<file path="src/hamming_pkg.sv">
// Shared widths and command encoding for the Hamming codec
package hamming_pkg;

  // Block layout for the (15,11) code
  // Bit i of a block holds Hamming position i+1
  localparam int block_width = 15;

  // Parity bits sit at the power-of-two positions 1, 2, 4 and 8
  localparam int parity_width = 4;

  // Everything that is not parity carries data
  localparam int data_width = block_width - parity_width;

  // A corrected bit index covers 0 to block_width-1
  localparam int position_width = 4;

  // Statistics counters
  localparam int stats_width = 16;

  // Command opcodes
  // Encode takes a data word, decode takes a received block
  typedef enum logic [0:0] {
    op_encode = 1'b0,
    op_decode = 1'b1
  } hamming_op_e;

endpackage

</file>
<file path="src/hamming_result_if.sv">
`timescale 1ns/1ns

// One pipeline result from the datapath to whoever watches it
interface hamming_result_if import hamming_pkg::*; ();

  // Single-cycle strobe, no acknowledge
  logic valid;

  // Opcode of the command that produced this result
  hamming_op_e op;

  // Encoded block or corrected block
  logic [block_width-1:0] word;

  // Echoed data on encode, extracted data on decode
  logic [data_width-1:0] data;

  // Decode found and fixed a single flipped bit
  logic error;

  // 0-based block index of the fixed bit
  logic [position_width-1:0] position;

  // Datapath side drives everything
  modport source (output valid, op, word, data, error, position);

  // Observers only look
  modport monitor (input valid, op, word, data, error, position);

endinterface

</file>
<file path="src/hamming_block_corrector.sv">
`timescale 1ns/1ns

// Syndrome check, single-bit fix and data extraction for a received block
module hamming_block_corrector import hamming_pkg::*; (
  input  logic [block_width-1:0]    block,
  output logic                      error,
  output logic [block_width-1:0]    corrected_block,
  output logic [position_width-1:0] corrected_error_position,
  output logic [data_width-1:0]     data
);

  // Pull the data bits out of a block
  // Same walk as the encoder, just in reverse
  function automatic logic [data_width-1:0] extract_data(input logic [block_width-1:0] blk);
    logic [data_width-1:0] result;
    int unsigned           data_index;
    result = '0;
    data_index = 0;
    for (int pos = 1; pos <= block_width; pos++) begin
      if ((pos & (pos - 1)) != 0) begin
        result[data_index] = blk[pos-1];
        data_index = data_index + 1;
      end
    end
    return result;
  endfunction

  // Data and parity as they arrived
  logic [data_width-1:0]   received_data;
  logic [parity_width-1:0] received_code;

  // Parity recomputed from the received data
  logic [parity_width-1:0] expected_code;

  // Points at the flipped position, zero if clean
  logic [parity_width-1:0] syndrome;

  // One-hot flip mask for the bad bit
  logic [block_width-1:0] error_mask;

  assign received_data = extract_data(block);

  // Parity bit k lives at position 2^k
  always_comb begin
    for (int k = 0; k < parity_width; k++) begin
      received_code[k] = block[(1 << k) - 1];
    end
  end

  // Only the parity output is needed here
  hamming_encoder encoder (
    .data  (received_data),
    .code  (expected_code),
    .block ()
  );

  assign syndrome = received_code ^ expected_code;
  assign error    = |syndrome;

  // Every nonzero syndrome is a legal position for a 15-bit block
  always_comb begin
    corrected_error_position = '0;
    error_mask = '0;
    if (error) begin
      corrected_error_position = syndrome - 1'b1;
      error_mask[corrected_error_position] = 1'b1;
    end
  end

  assign corrected_block = block ^ error_mask;

  // Data comes from the fixed block, not the received one
  assign data = extract_data(corrected_block);

endmodule

</file>
<file path="src/hamming_codec_top.sv">
`timescale 1ns/1ns

// Codec top level
// Command in, result and statistics out, all on plain ports
module hamming_codec_top import hamming_pkg::*; (
  input  logic                      clk,
  input  logic                      rst_n,

  // Command strobe with opcode and word
  input  logic                      cmd_valid,
  input  hamming_op_e               cmd_op,
  input  logic [block_width-1:0]    cmd_word,

  // Level, clears both counters on the next edge
  input  logic                      stats_clear,

  // Result, two edges after the command
  output logic                      res_valid,
  output hamming_op_e               res_op,
  output logic [block_width-1:0]    res_word,
  output logic [data_width-1:0]     res_data,
  output logic                      res_error,
  output logic [position_width-1:0] res_position,

  // Statistics
  output logic [stats_width-1:0]    decoded_count,
  output logic [stats_width-1:0]    corrected_count
);

  // Result bus shared by datapath and statistics
  hamming_result_if result_bus ();

  hamming_datapath datapath (
    .clk       (clk),
    .rst_n     (rst_n),
    .cmd_valid (cmd_valid),
    .cmd_op    (cmd_op),
    .cmd_word  (cmd_word),
    .result    (result_bus.source)
  );

  hamming_error_stats stats (
    .clk             (clk),
    .rst_n           (rst_n),
    .stats_clear     (stats_clear),
    .result          (result_bus.monitor),
    .decoded_count   (decoded_count),
    .corrected_count (corrected_count)
  );

  // Break the bus out to the pins
  assign res_valid    = result_bus.valid;
  assign res_op       = result_bus.op;
  assign res_word     = result_bus.word;
  assign res_data     = result_bus.data;
  assign res_error    = result_bus.error;
  assign res_position = result_bus.position;

endmodule

</file>
<file path="src/hamming_datapath.sv">
`timescale 1ns/1ns

// Two-stage codec pipeline
// Stage one holds the command, stage two holds the result
module hamming_datapath import hamming_pkg::*; (
  input  logic                   clk,
  input  logic                   rst_n,
  input  logic                   cmd_valid,
  input  hamming_op_e            cmd_op,
  input  logic [block_width-1:0] cmd_word,
  hamming_result_if.source       result
);

  // Stage one command register
  logic                   s1_valid;
  hamming_op_e            s1_op;
  logic [block_width-1:0] s1_word;

  // Encoder view of the stage one word
  logic [block_width-1:0] enc_block;

  // Corrector view of the stage one word
  logic                      dec_error;
  logic [block_width-1:0]    dec_block;
  logic [position_width-1:0] dec_position;
  logic [data_width-1:0]     dec_data;

  // Selected result before the stage two register
  logic [block_width-1:0]    next_word;
  logic [data_width-1:0]     next_data;
  logic                      next_error;
  logic [position_width-1:0] next_position;

  // Stage one
  // Valid bit follows the command strobe
  always_ff @(posedge clk) begin
    if (!rst_n) begin
      s1_valid <= 1'b0;
    end else begin
      s1_valid <= cmd_valid;
    end
  end

  // Payload loads only when a command arrives
  always_ff @(posedge clk) begin
    if (cmd_valid) begin
      s1_op   <= cmd_op;
      s1_word <= cmd_word;
    end
  end

  // Encode path sees only the low data bits of the word
  hamming_encoder encoder (
    .data  (s1_word[data_width-1:0]),
    .code  (),
    .block (enc_block)
  );

  hamming_block_corrector corrector (
    .block                    (s1_word),
    .error                    (dec_error),
    .corrected_block          (dec_block),
    .corrected_error_position (dec_position),
    .data                     (dec_data)
  );

  // Pick the path by opcode
  always_comb begin
    if (s1_op == op_decode) begin
      next_word     = dec_block;
      next_data     = dec_data;
      next_error    = dec_error;
      next_position = dec_position;
    end else begin
      // Encode echoes its data and never reports an error
      next_word     = enc_block;
      next_data     = s1_word[data_width-1:0];
      next_error    = 1'b0;
      next_position = '0;
    end
  end

  // Stage two
  // Result fields read zero out of reset
  always_ff @(posedge clk) begin
    if (!rst_n) begin
      result.valid    <= 1'b0;
      result.op       <= op_encode;
      result.word     <= '0;
      result.data     <= '0;
      result.error    <= 1'b0;
      result.position <= '0;
    end else begin
      result.valid <= s1_valid;
      // Fields hold between results
      if (s1_valid) begin
        result.op       <= s1_op;
        result.word     <= next_word;
        result.data     <= next_data;
        result.error    <= next_error;
        result.position <= next_position;
      end
    end
  end

endmodule

</file>
<file path="src/hamming_encoder.sv">
`timescale 1ns/1ns

// Parity generation and block packing for one data word
module hamming_encoder import hamming_pkg::*; (
  input  logic [data_width-1:0]   data,
  output logic [parity_width-1:0] code,
  output logic [block_width-1:0]  block
);

  // Walk the Hamming positions in ascending order
  // Data bits fill the non-power-of-two slots one after another
  always_comb begin
    int unsigned data_index;
    data_index = 0;
    code = '0;
    block = '0;
    for (int pos = 1; pos <= block_width; pos++) begin
      // Power-of-two positions are reserved for parity
      if ((pos & (pos - 1)) != 0) begin
        block[pos-1] = data[data_index];
        // Each parity bit covers the positions that have its bit set
        for (int k = 0; k < parity_width; k++) begin
          if (pos[k]) begin
            code[k] = code[k] ^ data[data_index];
          end
        end
        data_index = data_index + 1;
      end
    end
    // Drop parity bit k into position 2^k
    for (int k = 0; k < parity_width; k++) begin
      block[(1 << k) - 1] = code[k];
    end
  end

endmodule

</file>
<file path="src/hamming_error_stats.sv">
`timescale 1ns/1ns

// Decode statistics
// Counts decoded words and corrected errors, both saturating
module hamming_error_stats import hamming_pkg::*; (
  input  logic                   clk,
  input  logic                   rst_n,
  input  logic                   stats_clear,
  hamming_result_if.monitor      result,
  output logic [stats_width-1:0] decoded_count,
  output logic [stats_width-1:0] corrected_count
);

  // Result strobe qualified by opcode
  logic decode_seen;
  logic error_seen;

  assign decode_seen = result.valid && (result.op == op_decode);
  assign error_seen  = decode_seen && result.error;

  // Counters move on the edge after the strobe
  // Clear wins over an increment in the same cycle
  always_ff @(posedge clk) begin
    if (!rst_n) begin
      decoded_count <= '0;
    end else if (stats_clear) begin
      decoded_count <= '0;
    end else if (decode_seen && (decoded_count != '1)) begin
      decoded_count <= decoded_count + 1'b1;
    end
  end

  // Sticks at all ones once full
  always_ff @(posedge clk) begin
    if (!rst_n) begin
      corrected_count <= '0;
    end else if (stats_clear) begin
      corrected_count <= '0;
    end else if (error_seen && (corrected_count != '1)) begin
      corrected_count <= corrected_count + 1'b1;
    end
  end

endmodule

</file>
<file path="config.mk">
export PLATFORM = sky130hd
export DESIGN_NAME = hamming_codec_top
export DESIGN_NICKNAME = d
export VERILOG_FILES = /design/src/hamming_pkg.sv /design/src/hamming_result_if.sv /design/src/hamming_block_corrector.sv /design/src/hamming_codec_top.sv /design/src/hamming_datapath.sv /design/src/hamming_encoder.sv /design/src/hamming_error_stats.sv
export SDC_FILE = /design/constraint.sdc
export NUM_CORES = 1
export LEC_CHECK = 0
export BUFFER_PORTS_ARGS = -buffer_cell sky130_fd_sc_hd__buf_2
export CORE_ASPECT_RATIO = 1.5
export CORE_MARGIN = 5
export CORE_UTILIZATION = 25
export DETAILED_ROUTE_END_ITERATION = 16
export GPL_TIMING_DRIVEN = 0
export SYNTH_ARGS = -nofsm -noshare
export SYNTH_HDL_FRONTEND = slang
export SYNTH_SLANG_ARGS = --single-unit
</file>
<file path="constraint.sdc">
create_clock -name clk -period 3 [get_ports clk]
set_input_delay 0.45 -clock clk [delete_from_list [all_inputs] [get_ports clk]]
set_output_delay 0.45 -clock clk [all_outputs]
set_load 0.005 [all_outputs]
</file>
; Yosys cells after proc, flatten, opt, wreduce, memory -nomap -nowiden
; Index checks and enable logic that the tools add are counted.
[op_classes]
order_cmp = 2
n_eq_ne = 2
n_mux = 8
n_addsub = 3
reduce_logical = 7
bitwise = 49
[op_table]
columns = op, count
row1 = XOR 1 bit, 46
row2 = "adder 16 x 1 -> 16 bit, second input constant", 2
row3 = "inequality test 16 bit, second input constant", 2
row4 = two-way mux 15 bit, 2
row5 = XOR 15 bit, 1
row6 = two-way mux 11 bit, 1
row7 = two-way mux 4 bit, 2
row8 = logical AND 1 bit, 5
row9 = "less-than comparator 4 x 5 -> 1 bit, second input constant", 1
row10 = demux 1 bit (select 4 bit), 1
row11 = ">= comparator 4 x 1 -> 1 bit, second input constant", 1
row12 = OR reduction 4 bit, 1
row13 = "subtractor 4 x 1 -> 4 bit, second input constant", 1
row14 = XOR 4 bit, 1
row15 = two-way mux 1 bit, 2
row16 = OR reduction 2 bit, 1
row17 = inverter 1 bit, 1
[word_totals]
out_inout_bits = 65
inputBits = 20
wordCells = 82
ff_bits = 82

; Logic depth before layout (Yosys ltp)
[depth]
depth_word = 15
mapped_depth = 12

; By module
; From an unflattened synthesis, not the netlist that was laid out.
[unflattened]
hier_cells = 473
area_unflattened_um2 = 4718.3
[by_module_without_submodules]
columns = mod, cells_per_inst, seq_area_each_um2, area_each_um2, n_inst
row1 = hamming_datapath, 161, 1161.1, 1933.1, 1
row2 = hamming_error_stats, 199, 640.6, 1704.1, 1
row3 = hamming_encoder, 28, 0.0, 309.0, 2
row4 = hamming_block_corrector, 57, 0.0, 462.9, 1

; Least setup slack after synthesis
; OpenSTA, ideal clock, no wires.
[synth_timing]
path_type = register to register
start = register datapath.s1_word[5]
end = register datapath.result.word[0]
arrival_ps = 2434
synth_period_minus_slack_ps = 2492
n_path_buf = 1
setup_slack_ps = 508
setup_time_ps = 58
path_stages_with_launch = 12
cell_sequence = edfxtp_1 buf_2 xnor2_1 xnor2_2 xnor2_2 inv_1 ha_1 xnor2_2 nand2_1 or3_1 a31oi_1 a21o_1
[synth_between]
elab_chain_cells = 15
word_cells_on_any_way = 23
cone_classes = add/sub (1) / order compare (2) / mux (4) / bitwise (14) / reduce/logical (2)
[synth_rtl]
columns = item, line
row1 = start: declaration, hamming_datapath.sv:17  ; logic [block_width-1:0] s1_word;
row2 = start signal: assignment, hamming_datapath.sv:48  ; s1_word <= cmd_word;
row3 = XOR 1 bit (6 in a row), hamming_encoder.sv:24  ; code[k] = code[k] ^ data[data_index];
row4 = XOR 4 bit *, hamming_block_corrector.sv:57  ; assign syndrome = received_code ^ expected_code;
row5 = subtractor 4 x 1 -> 4 bit, hamming_block_corrector.sv:65  ; corrected_error_position = syndrome - 1'b1;
row6 = less-than comparator 4 x 5 -> 1 bit (not written as such) or >= comparator 4 x 1 -> 1 bit (tied branches), hamming_block_corrector.sv:66  ; error_mask[corrected_error_position] = 1'b1;
row7 = logical AND 1 bit (not written as such), hamming_block_corrector.sv:66
row8 = two-way mux 1 bit (not written as such), hamming_block_corrector.sv:66
row9 = demux 1 bit (select 4 bit), hamming_block_corrector.sv:66
row10 = two-way mux 15 bit *, hamming_block_corrector.sv:64  ; if (error) begin
row11 = XOR 15 bit *, hamming_block_corrector.sv:70  ; assign corrected_block = block ^ error_mask;
row12 = two-way mux 15 bit *, hamming_datapath.sv:69  ; if (s1_op == op_decode) begin
row13 = end signal: assignment, hamming_datapath.sv:98  ; result.word <= next_word;
row14 = end: declaration, hamming_result_if.sv:25  ; modport source (output valid, op, word, data, error, position);
; Every way passes the cells marked *; elsewhere a longest branch is shown, timed or not.
; A chain may end at the register's enable or synchronous reset.

; Worst setup path in the final report
[layout_timing]
start = register datapath.s1_word[4]
end = register datapath.result.data[9]
[layout_between]
elab_chain_cells = 15
word_cells_on_any_way = 23
cone_classes = add/sub (1) / order compare (2) / mux (4) / bitwise (14) / reduce/logical (2)
[layout_rtl]
columns = item, line
row1 = XOR 1 bit (6 in a row), hamming_encoder.sv:24
row2 = XOR 4 bit *, hamming_block_corrector.sv:57
row3 = subtractor 4 x 1 -> 4 bit, hamming_block_corrector.sv:65
row4 = less-than comparator 4 x 5 -> 1 bit (not written as such) or >= comparator 4 x 1 -> 1 bit (tied branches), hamming_block_corrector.sv:66
row5 = logical AND 1 bit (not written as such), hamming_block_corrector.sv:66
row6 = two-way mux 1 bit (not written as such), hamming_block_corrector.sv:66
row7 = demux 1 bit (select 4 bit), hamming_block_corrector.sv:66
row8 = two-way mux 15 bit *, hamming_block_corrector.sv:64
row9 = XOR 15 bit *, hamming_block_corrector.sv:70
row10 = two-way mux 11 bit *, hamming_datapath.sv:69
row11 = end signal: assignment, hamming_datapath.sv:99  ; result.data <= next_data;
row12 = end: declaration, hamming_result_if.sv:25
; Marked as above.

==> results_dict.tcl <==
set metrics [dict create \
    status "finished clean" \
    r2r-start "datapath.s1_word[4]$_DFFE_PP_" \
    fin_area_sq_um 4720 \
    setup-tns-final_ns 0 \
    cp.buffers_inverters 1 \
    first_global_vias 2984 \
    antenna_found_initial 0 \
    grt_usage_pct 11.6 \
    pre_cts_ws_ns 0.0279 \
    min_period_over_period_pct 93.3 \
    ys_types 51 \
    cts_root_buf "clkbuf_16" \
    place.gp.congestion 0.870 \
    grt-busiest-layer "met2" \
    p_per_area_nw_per_um2 698 \
    first_iter_violations 165 \
    hold_path_class "in -> reg" \
    synth_most_common_cell "dfxtp_1" \
    cp-end-kind "register" \
    grtUsageMet3_pct 1.75 \
    finalPower_mw 3.29 \
    die_h_um 158 \
    antenna_left 0 \
    synth_flop_cell "dfxtp_1" \
    yosys_warnings 0 \
    min_to "datapath.s1_word[11]$_DFFE_PP_" \
    cts_hold_buffers 0 \
    synth_edf_count 16 \
    fill_cells 1554 \
    cts_num_sinks 71 \
    timing.final.ws_setup_ns 0.200 \
    cp_top_family "XOR/XNOR gates" \
    synthTopCellsByCount "55 x dfxtp_1, 44 x nor2_1, 29 x xnor2_1" \
    rows 54 \
    dpl.cell_count 661 \
    crit_fanout 10 \
    synth_top_cell_by_area "dfxtp_1" \
    drive_above_1_share_pct 28.3 \
    finish.utilization_pct 32.6 \
    diodes 0 \
    avgSynthCellArea_sq_um 9.61 \
    numCtsBuffers 9 \
    max_stage_delay_ns 0.54 \
    fin_crit_ns 2.80 \
    overflow 0 \
    max_freq_mhz 357 \
    io_pins 85 \
    grt_pass1_wl_um 15300 \
    syn2layout_area_growth_pct 28.9 \
    netlist_top_cells_area "dfxtp_1 30%, edfxtp_1 13%, xnor2_1 6.9%" \
    critPathRequiredTime_ns 3.22 \
    worst-r2r-cell-count 9 \
    fin_hold_ws_ns 0.285 \
    worstMarginPinSlew_ns 0.547 \
    vdd_drop_max_v 0.000291 \
    use_met1_pct 12.5 \
    start_util_pct 25.3 \
    core-area_sq_um 14500 \
    final_cells 680 \
    synth_top_cell_area_share_pct 30.1 \
    dieArea_sq_um 17200 \
    drt-total-wl_um 9740 \
    crit_type "reg -> reg" \
    rsz0062_at_grt "no" \
    nets 506 \
    wl_per_cell_um 14.3 \
    grt_max_degree 18 \
    setup_viol 0 \
    first_pass_iters 4 \
    dieWidth_um 109 \
    skew_ns 0.00719 \
    cp-start-kind "register" \
    dp_hpwl_um 7720 \
    cts_tree "done" \
    slowest_stage "xnor3_2" \
    finalHoldViolCount 0 \
    synth.cell_area_sq_um 3660 \
    synth_cells 381 \
    reg2reg_slack_ns 0.20 \
    multiInputGateArea_sq_um 1910 \
    timing.rr.end "datapath.result.data[9]$_SDFFE_PN0P_" \
    synth_seq_area_share_pct 43.2 \
    p_leak_nw 1.95 \
    clkLatencyLatePin_ns 0.34 \
    drv_cap 0 \
    grtUsageMet2_pct 21.9 \
    htree_levels 3 \
    worst_ep_arrival_time_ns 3.02 \
    syn-num-nets 408 \
    hold_start "cmd_word[11]" \
    synth_seq_cells 71 \
    portBuffers 84 \
    clockBufferDepth 2 \
    routed_via_density 4.45 \
    drc 0 \
    hold_depth 1 \
    report.final.slew_viol_count 0 \
    seqCellArea_sq_um 1580 \
    clkTransAtPathRegs_ns 0.06 \
    vias 3023 \
    placed_cell_area_sq_um 4330 \
    ys_async_sr_fraction_pct 0 \
    path_cells "xnor3_2 -> xnor2_4 -> xnor2_2 -> nor3_4 -> xnor2_1 -> buf_2 -> nand4_1 -> mux2i_1 -> a22o_1" \
    relSlewSlack_pct 63.3 \
]
==> power by group <==
group	internal, mW	leakage (nW)	switching (mW)
registers	1.03	0.602	0.0485
clock network	0.747	0.162	0.421
logic	0.432	1.19	0.612
==> state kept, by name (all words and copies together), names as in the netlist <==
register	cells
datapath.s1_word	15
stats.decoded_count	16
datapath.result.error	1
datapath.result.valid	1
stats.corrected_count	16
datapath.s1_valid	1
datapath.result.op	1
datapath.result.word	4
datapath.s1_op	1
datapath.result.data	11
datapath.result.position	4
==> layout by cell type, fill, tap and decap left out, types with 2 or more instances in the layout <==
cell       count
nand3_1       16
nand4_1       15
buf_4         15
xnor2_4        2
a21oi_1       13
nand2b_1       4
or3_1          5
clkbuf_16     11
o221ai_1       2
and3_1         5
and4_1         3
nor2b_1        4
o2bb2ai_1      2
o21ai_1       13
dfxtp_1       55
nor3_1         3
mux2i_1        7
a22oi_1        2
nor2_1        44
and2_1         6
nand2_1       25
xor2_1        28
a22o_1         6
o21ai_0        7
a31oi_1        6
ha_1           6
clkbuf_1       8
buf_2         89
xnor2_1       27
inv_1          6
edfxtp_1      16
xnor2_2        7
==> area by class of cell <==
type | instances | area share (%)
Multi-Input combinational cell | 276 | 40.5
Sequential cell | 71 | 33.5
Timing Repair Buffer | 88 | 9.55
Clock buffer | 11 | 5.84
Tap cell | 196 | 5.20
Buffer | 26 | 3.53
Clock inverter | 5 | 1.27
Inverter | 7 | 0.557
==> worst max path at each step <==
stage                     cells past startpoint                          start                                    to
final                                         9  datapath.s1_word[4]$_DFFE_PP_  datapath.result.data[9]$_SDFFE_PN0P_
after global routing                         10  datapath.s1_word[9]$_DFFE_PP_  datapath.result.data[9]$_SDFFE_PN0P_
after CTS                                    10  datapath.s1_word[9]$_DFFE_PP_  datapath.result.word[0]$_SDFFE_PN0P_
after detailed placement                     10  datapath.s1_word[9]$_DFFE_PP_  datapath.result.word[0]$_SDFFE_PN0P_
after global placement                       10  datapath.s1_word[8]$_DFFE_PP_  datapath.result.data[9]$_SDFFE_PN0P_
after floorplan                              11  datapath.s1_word[5]$_DFFE_PP_  datapath.result.word[0]$_SDFFE_PN0P_
==> layer usage <==
layer / up-vias / share of wire (%)
met5: - / 0
met2: 83 / 54
li1: 1515 / -
met1: 1412 / 40
met3: 13 / 4.1
met4: 0 / 2.2
==> timing repair <==
action / 4_1_cts / 5_1_grt
setup endpoints to repair: 0 / 11
setup buffers: 0 / 4
gates resized for setup: 0 / 4
==> logic make-up after synthesis <==
family	share of synthesized area [%]
xor+xnor	18.2
simple gates	18.6
fa+ha+maj	2.39
compound gates	10.4
mux	1.91
flops	43.2
buf+inv	5.37
Note: power is estimated with default switching activity, not from simulation.
